### src/include/decoder_cfg.svh
`ifndef DECODER_CFG_SVH
`define DECODER_CFG_SVH

`define OP_W            6
`define FUNCT_W         6
`define REG_ADDR_W      5
`define IMM_W           16
`define TARGET_W        26
`define ALU_OP_W        8
`define BRANCH_TYPE_W   4

`define LINK_REG        5'd31   // ra, target of the linking jumps

// opcodes
`define OP_SPECIAL      6'b000000
`define OP_REGIMM       6'b000001
`define OP_J            6'b000010
`define OP_JAL          6'b000011
`define OP_BEQ          6'b000100
`define OP_BNE          6'b000101
`define OP_BLEZ         6'b000110
`define OP_BGTZ         6'b000111
`define OP_ADDI         6'b001000
`define OP_ADDIU        6'b001001
`define OP_SLTI         6'b001010
`define OP_SLTIU        6'b001011
`define OP_ANDI         6'b001100
`define OP_ORI          6'b001101
`define OP_XORI         6'b001110
`define OP_LUI          6'b001111
`define OP_COP0         6'b010000
`define OP_SPECIAL2     6'b011100
`define OP_LB           6'b100000
`define OP_LH           6'b100001
`define OP_LW           6'b100011
`define OP_LBU          6'b100100
`define OP_LHU          6'b100101
`define OP_SB           6'b101000
`define OP_SH           6'b101001
`define OP_SW           6'b101011

// SPECIAL function codes
`define FUN_SLL         6'b000000
`define FUN_SRL         6'b000010
`define FUN_SRA         6'b000011
`define FUN_SLLV        6'b000100
`define FUN_SRLV        6'b000110
`define FUN_SRAV        6'b000111
`define FUN_JR          6'b001000
`define FUN_JALR        6'b001001
`define FUN_SYSCALL     6'b001100
`define FUN_BREAK       6'b001101
`define FUN_MFHI        6'b010000
`define FUN_MTHI        6'b010001
`define FUN_MFLO        6'b010010
`define FUN_MTLO        6'b010011
`define FUN_MULT        6'b011000
`define FUN_MULTU       6'b011001
`define FUN_DIV         6'b011010
`define FUN_DIVU        6'b011011
`define FUN_ADD         6'b100000
`define FUN_ADDU        6'b100001
`define FUN_SUB         6'b100010
`define FUN_SUBU        6'b100011
`define FUN_AND         6'b100100
`define FUN_OR          6'b100101
`define FUN_XOR         6'b100110
`define FUN_NOR         6'b100111
`define FUN_SLT         6'b101010
`define FUN_SLTU        6'b101011

// funct[5:2] groups
`define FUNGRP_HILO     4'b0100
`define FUNGRP_MULDIV   4'b0110

// REGIMM rt codes
`define RT_BLTZ         5'b00000
`define RT_BGEZ         5'b00001
`define RT_BLTZAL       5'b10000
`define RT_BGEZAL       5'b10001

`define ALUOP_NOP       8'h00
`define ALUOP_AND       8'h01
`define ALUOP_OR        8'h02
`define ALUOP_XOR       8'h03
`define ALUOP_NOR       8'h04
`define ALUOP_SLT       8'h05
`define ALUOP_SLTU      8'h06
`define ALUOP_ADD       8'h07
`define ALUOP_ADDU      8'h08
`define ALUOP_SUB       8'h09
`define ALUOP_SUBU      8'h0a
`define ALUOP_MULT      8'h0b
`define ALUOP_MULTU     8'h0c
`define ALUOP_DIV       8'h0d
`define ALUOP_DIVU      8'h0e
`define ALUOP_SLL       8'h0f
`define ALUOP_SLLV      8'h10
`define ALUOP_SRL       8'h11
`define ALUOP_SRLV      8'h12
`define ALUOP_SRA       8'h13
`define ALUOP_SRAV      8'h14
`define ALUOP_MFHI      8'h15
`define ALUOP_MFLO      8'h16
`define ALUOP_MTHI      8'h17
`define ALUOP_MTLO      8'h18
`define ALUOP_LUI       8'h19

`define BT_NOP          4'd0
`define BT_JREG         4'd1
`define BT_J            4'd2
`define BT_BEQ          4'd3
`define BT_BNE          4'd4
`define BT_BGTZ         4'd5
`define BT_BLEZ         4'd6
`define BT_BGEZ         4'd7
`define BT_BLTZ         4'd8

`endif

### src/source/decoder_pkg.sv
`include "decoder_cfg.svh"

package decoder_pkg;

    typedef logic [`ALU_OP_W-1:0]      aluOp_t;
    typedef logic [`BRANCH_TYPE_W-1:0] branchType_t;
    typedef logic [`REG_ADDR_W-1:0]    regAddr_t;

    typedef struct packed {
        logic [`OP_W-1:0]    op;
        regAddr_t            rs;
        regAddr_t            rt;
        regAddr_t            rd;
        logic [`REG_ADDR_W-1:0] shamt;
        logic [`FUNCT_W-1:0] funct;
    } rFormat_t;

    typedef struct packed {
        logic [`OP_W-1:0]  op;
        regAddr_t          rs;
        regAddr_t          rt;
        logic [`IMM_W-1:0] imm;
    } iFormat_t;

    typedef struct packed {
        logic [`OP_W-1:0]     op;
        logic [`TARGET_W-1:0] target;
    } jFormat_t;

    // one word, read through whichever format the opcode implies
    typedef union packed {
        rFormat_t rFmt;
        iFormat_t iFmt;
        jFormat_t jFmt;
    } instrWord_u;

    typedef struct packed {
        aluOp_t aluOp;
        logic   aluSelA;      // shamt as operand A
        logic   aluSelB;      // immediate as operand B
        logic   regWen;
        logic   memEn;
        logic   memRead;
        logic   memWrite;
        logic   memToReg;
        logic   hiloWrite;
        logic   hiloAccessed;
    } ctrlSignals_t;

    typedef struct packed {
        logic undefinedInst;
        logic syscallInst;
        logic breakInst;
    } excFlags_t;

    typedef struct packed {
        branchType_t branchType;
        logic        linkPc8;
    } branchInfo_t;

    typedef struct packed {
        regAddr_t     rs;
        regAddr_t     rt;
        regAddr_t     regWaddr;
        logic [31:0]  immValue;
        ctrlSignals_t ctrl;
        branchInfo_t  branch;
        excFlags_t    exc;
    } decodedInstr_t;

    localparam ctrlSignals_t  CTRL_NOP    = '0;
    localparam decodedInstr_t DECODED_NOP = '0;

endpackage

### src/source/ctrlDecode.sv
`include "decoder_cfg.svh"

module ctrlDecode import decoder_pkg::*; (
    input  instrWord_u   instr,
    output ctrlSignals_t ctrl,
    output excFlags_t    exc
);

    logic [`FUNCT_W-1:0] funct;

    assign funct = instr.rFmt.funct;

    always_comb begin
        ctrl = CTRL_NOP;
        exc  = '0;
        case (instr.rFmt.op)
            `OP_SPECIAL: begin
                ctrl.regWen = 1'b1;
                case (funct)
                    `FUN_AND:   ctrl.aluOp = `ALUOP_AND;
                    `FUN_OR:    ctrl.aluOp = `ALUOP_OR;
                    `FUN_XOR:   ctrl.aluOp = `ALUOP_XOR;
                    `FUN_NOR:   ctrl.aluOp = `ALUOP_NOR;
                    `FUN_SLT:   ctrl.aluOp = `ALUOP_SLT;
                    `FUN_SLTU:  ctrl.aluOp = `ALUOP_SLTU;
                    `FUN_ADD:   ctrl.aluOp = `ALUOP_ADD;
                    `FUN_ADDU:  ctrl.aluOp = `ALUOP_ADDU;
                    `FUN_SUB:   ctrl.aluOp = `ALUOP_SUB;
                    `FUN_SUBU:  ctrl.aluOp = `ALUOP_SUBU;
                    `FUN_SLLV:  ctrl.aluOp = `ALUOP_SLLV;
                    `FUN_SRLV:  ctrl.aluOp = `ALUOP_SRLV;
                    `FUN_SRAV:  ctrl.aluOp = `ALUOP_SRAV;
                    `FUN_SLL: begin
                        ctrl.aluOp   = `ALUOP_SLL;
                        ctrl.aluSelA = 1'b1;
                    end
                    `FUN_SRL: begin
                        ctrl.aluOp   = `ALUOP_SRL;
                        ctrl.aluSelA = 1'b1;
                    end
                    `FUN_SRA: begin
                        ctrl.aluOp   = `ALUOP_SRA;
                        ctrl.aluSelA = 1'b1;
                    end
                    // hilo side effects added below the case
                    `FUN_MULT:  ctrl.aluOp = `ALUOP_MULT;
                    `FUN_MULTU: ctrl.aluOp = `ALUOP_MULTU;
                    `FUN_DIV:   ctrl.aluOp = `ALUOP_DIV;
                    `FUN_DIVU:  ctrl.aluOp = `ALUOP_DIVU;
                    `FUN_MFHI:  ctrl.aluOp = `ALUOP_MFHI;
                    `FUN_MFLO:  ctrl.aluOp = `ALUOP_MFLO;
                    `FUN_MTHI: begin
                        ctrl.aluOp     = `ALUOP_MTHI;
                        ctrl.hiloWrite = 1'b1;
                    end
                    `FUN_MTLO: begin
                        ctrl.aluOp     = `ALUOP_MTLO;
                        ctrl.hiloWrite = 1'b1;
                    end
                    `FUN_JR:    ctrl.regWen = 1'b0;
                    `FUN_JALR:  ctrl.aluOp = `ALUOP_NOP;   // rd <= pc+8 via link path
                    `FUN_SYSCALL: begin
                        ctrl.regWen     = 1'b0;
                        exc.syscallInst = 1'b1;
                    end
                    `FUN_BREAK: begin
                        ctrl.regWen   = 1'b0;
                        exc.breakInst = 1'b1;
                    end
                    default: begin
                        ctrl              = CTRL_NOP;
                        exc.undefinedInst = 1'b1;
                    end
                endcase
                // mult/div results only land in hi/lo
                if (funct[5:2] == `FUNGRP_MULDIV) begin
                    ctrl.regWen       = 1'b0;
                    ctrl.hiloWrite    = 1'b1;
                    ctrl.hiloAccessed = 1'b1;
                end
                if (funct[5:2] == `FUNGRP_HILO) begin
                    ctrl.hiloAccessed = 1'b1;
                end
            end
            `OP_LB, `OP_LH, `OP_LW, `OP_LBU, `OP_LHU: begin
                ctrl.aluOp    = `ALUOP_ADDU;   // base + offset
                ctrl.memEn    = 1'b1;
                ctrl.memRead  = 1'b1;
                ctrl.memToReg = 1'b1;
                ctrl.regWen   = 1'b1;
                ctrl.aluSelB  = 1'b1;
            end
            `OP_SB, `OP_SH, `OP_SW: begin
                ctrl.aluOp    = `ALUOP_ADDU;
                ctrl.memEn    = 1'b1;
                ctrl.memWrite = 1'b1;
                ctrl.aluSelB  = 1'b1;
            end
            `OP_ADDI, `OP_ADDIU, `OP_SLTI, `OP_SLTIU,
            `OP_ANDI, `OP_ORI, `OP_XORI, `OP_LUI: begin
                ctrl.regWen  = 1'b1;
                ctrl.aluSelB = 1'b1;
                case (instr.iFmt.op)
                    `OP_ADDI:  ctrl.aluOp = `ALUOP_ADD;
                    `OP_ADDIU: ctrl.aluOp = `ALUOP_ADDU;
                    `OP_SLTI:  ctrl.aluOp = `ALUOP_SLT;
                    `OP_SLTIU: ctrl.aluOp = `ALUOP_SLTU;
                    `OP_ANDI:  ctrl.aluOp = `ALUOP_AND;
                    `OP_ORI:   ctrl.aluOp = `ALUOP_OR;
                    `OP_XORI:  ctrl.aluOp = `ALUOP_XOR;
                    default:   ctrl.aluOp = `ALUOP_LUI;
                endcase
            end
            `OP_JAL:    ctrl.regWen = 1'b1;
            `OP_J, `OP_BEQ, `OP_BNE, `OP_BGTZ, `OP_BLEZ: begin
                ctrl.aluOp = `ALUOP_NOP;   // resolved in the branch unit
            end
            `OP_REGIMM: begin
                if (instr.iFmt.rt == `RT_BGEZAL || instr.iFmt.rt == `RT_BLTZAL) begin
                    ctrl.regWen = 1'b1;
                end
            end
            // cop0, special2 and anything unassigned
            default:    exc.undefinedInst = 1'b1;
        endcase
    end

endmodule

### src/source/branchDecode.sv
`include "decoder_cfg.svh"

module branchDecode import decoder_pkg::*; (
    input  instrWord_u  instr,
    output branchInfo_t branch
);

    always_comb begin
        branch.branchType = `BT_NOP;
        branch.linkPc8    = 1'b0;
        case (instr.jFmt.op)
            `OP_SPECIAL: begin
                case (instr.rFmt.funct)
                    `FUN_JR: branch.branchType = `BT_JREG;
                    `FUN_JALR: begin
                        branch.branchType = `BT_JREG;
                        branch.linkPc8    = 1'b1;
                    end
                    default: branch.branchType = `BT_NOP;
                endcase
            end
            `OP_J:      branch.branchType = `BT_J;
            `OP_JAL: begin
                branch.branchType = `BT_J;
                branch.linkPc8    = 1'b1;   // ra <= pc+8
            end
            `OP_BEQ:    branch.branchType = `BT_BEQ;
            `OP_BNE:    branch.branchType = `BT_BNE;
            `OP_BGTZ:   branch.branchType = `BT_BGTZ;
            `OP_BLEZ:   branch.branchType = `BT_BLEZ;
            `OP_REGIMM: begin
                // condition is picked by rt here
                case (instr.iFmt.rt)
                    `RT_BGEZ: branch.branchType = `BT_BGEZ;
                    `RT_BLTZ: branch.branchType = `BT_BLTZ;
                    `RT_BGEZAL: begin
                        branch.branchType = `BT_BGEZ;
                        branch.linkPc8    = 1'b1;
                    end
                    `RT_BLTZAL: begin
                        branch.branchType = `BT_BLTZ;
                        branch.linkPc8    = 1'b1;
                    end
                    default: branch.branchType = `BT_NOP;
                endcase
            end
            default:    branch.branchType = `BT_NOP;
        endcase
    end

endmodule

### src/source/operandDecode.sv
`include "decoder_cfg.svh"

module operandDecode import decoder_pkg::*; (
    input  instrWord_u  instr,
    output regAddr_t    regWaddr,
    output logic [31:0] immValue
);

    logic zeroExt;

    // andi/ori/xori/lui share op[3:2] == 2'b11
    assign zeroExt  = (instr.iFmt.op[3:2] == 2'b11);
    assign immValue = zeroExt ? {16'h0000, instr.iFmt.imm}
                              : {{16{instr.iFmt.imm[15]}}, instr.iFmt.imm};

    always_comb begin
        case (instr.iFmt.op)
            // loads
            `OP_LB,
            `OP_LH,
            `OP_LW,
            `OP_LBU,
            `OP_LHU:    regWaddr = instr.iFmt.rt;
            // immediate arith and logic
            `OP_ADDI,
            `OP_ADDIU,
            `OP_SLTI,
            `OP_SLTIU,
            `OP_ANDI,
            `OP_ORI,
            `OP_XORI,
            `OP_LUI:    regWaddr = instr.iFmt.rt;
            `OP_JAL:    regWaddr = `LINK_REG;
            `OP_REGIMM: begin
                if (instr.iFmt.rt == `RT_BGEZAL || instr.iFmt.rt == `RT_BLTZAL) begin
                    regWaddr = `LINK_REG;
                end else begin
                    regWaddr = instr.rFmt.rd;
                end
            end
            default:    regWaddr = instr.rFmt.rd;   // R-type incl. jalr
        endcase
    end

endmodule

### src/source/decodeStage.sv
module decodeStage import decoder_pkg::*; (
    input  logic          clk,
    input  logic          rstN,
    input  logic          stall,
    input  logic          inValid,
    input  instrWord_u    instr,
    output logic          outValid,
    output decodedInstr_t decoded
);

    ctrlSignals_t  ctrl;
    excFlags_t     exc;
    branchInfo_t   branch;
    regAddr_t      regWaddr;
    logic [31:0]   immValue;
    decodedInstr_t nextDecoded;

    ctrlDecode ctrlDec (
        .instr (instr),
        .ctrl  (ctrl),
        .exc   (exc)
    );

    branchDecode branchDec (
        .instr  (instr),
        .branch (branch)
    );

    operandDecode operandDec (
        .instr    (instr),
        .regWaddr (regWaddr),
        .immValue (immValue)
    );

    always_comb begin
        nextDecoded.rs       = instr.rFmt.rs;
        nextDecoded.rt       = instr.rFmt.rt;
        nextDecoded.regWaddr = regWaddr;
        nextDecoded.immValue = immValue;
        nextDecoded.ctrl     = ctrl;
        nextDecoded.branch   = branch;
        nextDecoded.exc      = exc;
    end

    // single-entry stage, stall freezes both valid and payload
    always_ff @(posedge clk) begin
        if (!rstN) begin
            outValid <= 1'b0;
            decoded  <= DECODED_NOP;
        end else if (!stall) begin
            outValid <= inValid;
            decoded  <= nextDecoded;   // loaded even when not valid
        end
    end

endmodule

### config.mk
export PLATFORM = sky130hd
export DESIGN_NAME = decodeStage
export DESIGN_NICKNAME = d
export VERILOG_FILES = /design/src/source/decoder_pkg.sv /design/src/source/ctrlDecode.sv /design/src/source/branchDecode.sv /design/src/source/operandDecode.sv /design/src/source/decodeStage.sv
export VERILOG_INCLUDE_DIRS = /design/src /design/src/include
export SDC_FILE = /design/constraint.sdc
export NUM_CORES = 1
export LEC_CHECK = 0
export BUFFER_PORTS_ARGS = -buffer_cell sky130_fd_sc_hd__buf_4
export CORE_MARGIN = 2
export CORE_UTILIZATION = 45
export CTS_BUF_LIST = sky130_fd_sc_hd__clkbuf_8
export DETAILED_ROUTE_END_ITERATION = 10
export GPL_ROUTABILITY_DRIVEN = 0
export PLACE_DENSITY = 0.7
export RECOVER_POWER = 100
export SYNTH_ARGS = -nofsm -noshare
export SYNTH_HDL_FRONTEND = slang
export SYNTH_HIERARCHICAL = 1
export SYNTH_SLANG_ARGS = --single-unit
### constraint.sdc
create_clock -name clk -period 1.7 [get_ports clk]
set_clock_uncertainty 0.2 [all_clocks]
set_input_delay 0.085 -clock clk [delete_from_list [all_inputs] [get_ports clk]]
set_output_delay 0.085 -clock clk [all_outputs]
set_load 0.05 [all_outputs]
; Word level (Yosys, flattened, before mapping)
; Index checks and enable logic that the tools add are counted.
[classes]
muxes = 31
eq_ne = 56
n_bitwise = 0
n_lt_le_gt_ge = 0
n_reduce_logical = 21
div = 0
mul = 0
n_addsub = 0
n_shift = 0
[op_table]
columns = operator, n
row1 = $pmux 5 s24, 1
row2 = $eq 6x6->1 const B, 18
row3 = $eq 6x4->1 const B, 12
row4 = $eq 6x5->1 const B, 8
row5 = $eq 6x3->1 const B, 7
row6 = $pmux 5 s7, 1
row7 = $mux 32, 1
row8 = $pmux 4 s7, 1
row9 = $reduce_or 28->1, 1
row10 = $reduce_or 25->1, 1
row11 = $eq 6x2->1 const B, 4
row12 = $pmux 8 s3, 1
row13 = $reduce_or 23->1, 1
row14 = $mux 1, 17
row15 = $reduce_or 16->1, 1
row16 = $reduce_or 8->1, 2
row17 = $pmux 5 s3, 1
row18 = $reduce_or 14->1, 1
row19 = $reduce_or 13->1, 1
row20 = $logic_not 6->1, 2
row21 = $reduce_or 2->1, 6
row22 = $eq 5x5->1 const B, 2
row23 = $eq 4x3->1 const B, 2
row24 = $pmux 4 s2, 1
row25 = 11 further kinds, 15
[totals]
wordCells = 127
regBits = 72
memories = 0
mem_bits_rw = 0
rom_bits = 0
latchBits = 0
in_bits = 36

; Logic depth before layout (Yosys ltp)
[logic_depth]
depth_word = 6
depth_mapped = 9
depth_no_buf = 7

; Hierarchy
; The synthesis kept the hierarchy.
[modules_own_cells]
columns = module, area_each_um2, n_inst, cells_per_inst
row1 = decodeStage, 2840.2, 1, 235
row2 = ctrlDecode, 784.5, 1, 124
row3 = operandDecode, 442.9, 1, 60
row4 = branchDecode, 157.7, 1, 24

; Least setup slack after synthesis
; OpenSTA, ideal clock, no wires.
[synth_timing]
kind = input to register
from = input port instr[27] (netlist name)
to = register decoded[20] (netlist name)
cell_stages = 7
path_buffers = 1
slack_ps = 221
setup_time_ps = 66
required_ps = 1434
arrival_ps = 1213
path_cell_list = buf_6 > nor4_4 > nand2_2 > o21bai_4 > o32ai_2 > mux2i_1 > nor2b_1
[synth_lines]
columns = item, line
row1 = from (decl), decodeStage.sv:6  ; input instrWord_u instr,
row2 = to (signal assigned), decodeStage.sv:52  ; decoded <= nextDecoded;
row3 = to (decl), decodeStage.sv:8  ; output decodedInstr_t decoded

==> impl_metrics.py <==
metrics = {
    "global_route": {
        "grt_pass1_vias": 3236,
        "overflow": 0,
        "grt_first_pass_wirelength_um": 15300,
        "track_usage": 0.1886,
        "grt_start_max_net_pins": 74,
        "antenna_found_initial": 0,
    },
    "min_path": {
        "hold_path_class": "primary input to flop",
    },
    "synthesis": {
        "yosysSeqAreaShare": 0.3459,
        "synth_cells": 443,
        "syn_area_mm2": 0.004225,
        "synth_top_area_frac": 0.3459,
        "synthTopCellsByArea": "dfxtp_1 35%, mux2i_1 18%, nor2b_1 11%, buf_4 6.6%, buf_12 3.8%",
        "async_flop_share": 0,
        "synth-edff-count": 0,
        "ys_seq_elements": 73,
        "synth.largest_area_cell": "dfxtp_1",
        "ys.flop_type": "dfxtp_1",
        "yosys_warnings": 6,
        "ys_types": 62,
        "syn_avg_cell_area_um2": 9.538,
    },
    "place": {
        "io_buffers": 108,
        "placed_cell_area_mm2": 0.004736,
        "dpl_worst_slack_ns": -0.1052,
        "hpwl_um": 6468,
        "dp_cells": 607,
    },
    "layout": {
        "final_common_cell": "nor2b_1",
        "nets": 575,
        "regArea_mm2": 0.001461,
        "postLayoutCoreUtil": 0.5356,
        "multiInputGateArea_mm2": 0.002183,
        "fin_cells": 655,
        "final_cell_mix": "76 x nor2b_1, 75 x mux2i_1, 73 x dfxtp_1, 73 x clkbuf_1, 40 x buf_4",
        "num-fill-cells": 921,
        "fin_area_mm2": 0.004926,
        "area_delta_synth_final_pct": 16.58,
        "insertedDiodeCount": 0,
        "drive_above_1_share": 0.1415,
    },
    "clock_network": {
        "cts_buffer_depth": 2,
        "insertion_delay_ns": 0.35,
        "cts_tree": "yes",
        "cts-root-buf": "clkbuf_8",
        "cts_setup_buffers": 0,
        "cts_buffers": 9,
        "htree_levels": 3,
        "cts.sinks": 73,
        "clk_pin_slew_ns": 0.08,
    },
    "flow_run": {
        "cap_violations": 0,
    },
    "sta": {
        "final-hold-violation-count": 0,
        "slew_violations": 0,
        "period_share": 0.9418,
        "slew-limit-headroom": 0.2519,
        "finalSetupViolations": 0,
        "tightest_slew_ns": 1.122,
        "fmax_ghz": 0.6246,
        "rsz0062_at_grt": "no",
        "timing.final.ws_setup_ns": 0.09887,
        "finalCriticalPeriod_ns": 1.601,
    },
    "worst_setup_path": {
        "worstPathRequired_ns": 1.79,
        "cp.buffers_inverters": 2,
        "cp-end-kind": "flop",
        "crit_type": "primary input to flop",
        "start_kind": "primary input",
        "slowest_delay_ns": 0.54,
        "critPathMaxFanout": 6,
        "crit_slowest_cell": "dlygate4sd3_1",
        "crit_family": "buffers and inverters",
        "worstPathArrival_ns": 1.70,
        "path_cells": "dlygate4sd3_1, buf_4, nor4_1, nand2_1, o21ai_0, a31oi_1, o32ai_1, mux2i_1, nor2b_1",
    },
    "floorplan": {
        "core_mm2": 0.009196,
        "dieArea_mm2": 0.01018,
        "row_count": 35,
        "die_x_um": 100.9,
        "die_h_um": 100.9,
        "ios": 109,
        "start_util": 0.4595,
    },
    "pwr": {
        "powerDensity_mw_per_mm2": 812.5,
        "ir_drop_mv": 0.5025,
        "report.power.total_mw": 4.003,
        "power.leakage_nw": 2.013,
    },
    "detailed_routing": {
        "via_count": 3347,
        "viasPerCell": 5.110,
        "drc": 0,
        "drtIter0Drc": 104,
        "antenna_left": 0,
        "firstDrtPassIters": 5,
        "wirelength_um": 9425,
        "wl_per_cell_um": 14.39,
    },
    "outcome": {
        "status": "completed",
    },
}
==> worst paths after layout <==
kind,start,end,slack (ns),cells past startpoint
worst min-delay path,instr[30],decoded[14]$_SDFFE_PN0N_,0.02,4
worst max-delay path,instr[17],decoded[14]$_SDFFE_PN0N_,0.1,9
worst max register to register,outValid$_SDFFE_PN0N_,outValid$_SDFFE_PN0N_,0.32,3
worst min register to register,decoded[27]$_SDFFE_PN0N_,decoded[27]$_SDFFE_PN0N_,0.32,2
==> synthesized netlist by cell type, drive strengths merged (2+ instances only) <==
master,n
nor2b,76
mux2i,75
dfxtp,73
buf,53
a21oi,17
nor2,17
inv,14
nand2,13
clkbuf,12
o21ai,11
nor3,9
nand3,7
o2111ai,7
o211ai,7
o22ai,4
nand2b,3
nor4,3
o211a,3
xnor2,3
a211oi,2
a21boi,2
a221oi,2
a31oi,2
a32oi,2
nand4b,2
nor4b,2
o32ai,2
xor2,2
==> cells by family after synthesis <==
family | count (synthesis) | share of synthesized area
XOR/XNOR | 5 | 0.01214
other | 1 | 0.0008875
flip-flops | 73 | 0.3459
multiplexers | 75 | 0.1777
buffers and inverters | 80 | 0.1421
AND/OR/NAND/NOR | 142 | 0.2079
AO/OA/AOI/OAI | 67 | 0.1134
==> state kept, by name (all words and copies together) (netlist names) <==
name and flops:
decoded 72, outValid 1
==> metal layers <==
layer / global-route usage / up-vias / part of all wire
met1: 0.2305 / 1555 / 0.43
met5: 0 / - / 0
met3: 0.04369 / 12 / 0.060
li1: - / 1683 / -
met2: 0.3195 / 97 / 0.49
met4: 0.07692 / 0 / 0.016
==> stage by stage <==
| stage | hold slack (ns) | TNS (ns) |
|---|---|---|
| global route | 0.02556 | 0 |
| global placement | 0.1405 | -0.1448 |
| CTS | 0.005351 | 0 |
| finish | 0.01550 | 0 |
| floorplan | 0.05117 | 0 |
| detailed placement | 0.1449 | -1.209 |
==> report_power, final <==
group	internal, mW	switching [mW]	leakage [nW]
clock	0.526	0.681	0.0891
sequential	1.79	0.0425	0.598
combinational	0.339	0.624	1.33
total	2.66	1.35	2.01
==> timing repair <==
item | CTS | global route
hold buffers | 32 | 0
endpoints found under the setup margin | 0 | 4
gates resized for setup | 0 | 2
endpoints found under the hold margin | 28 | 0
==> layout make-up <==
| class | count | area share |
|---|---|---|
| clock inverters | 7 | 0.009144 |
| inverters | 15 | 0.01143 |
| well taps | 111 | 0.02819 |
| repair buffers | 148 | 0.1862 |
| multi-input cells | 292 | 0.4432 |
| clock buffers | 9 | 0.02515 |
| flip-flops and latches | 73 | 0.2967 |
==> worst register-to-register path, delay by kind of cell (launching register included) <==
| family | cells | cell delay (ns) |
|---|---|---|
| DFF | 1 | 0.33 |
| muxes | 1 | 0.15 |
| and+or+nand+nor | 1 | 0.04 |
| buffers and inverters | 1 | 0.57 |
(Power assumes the default switching activity.)
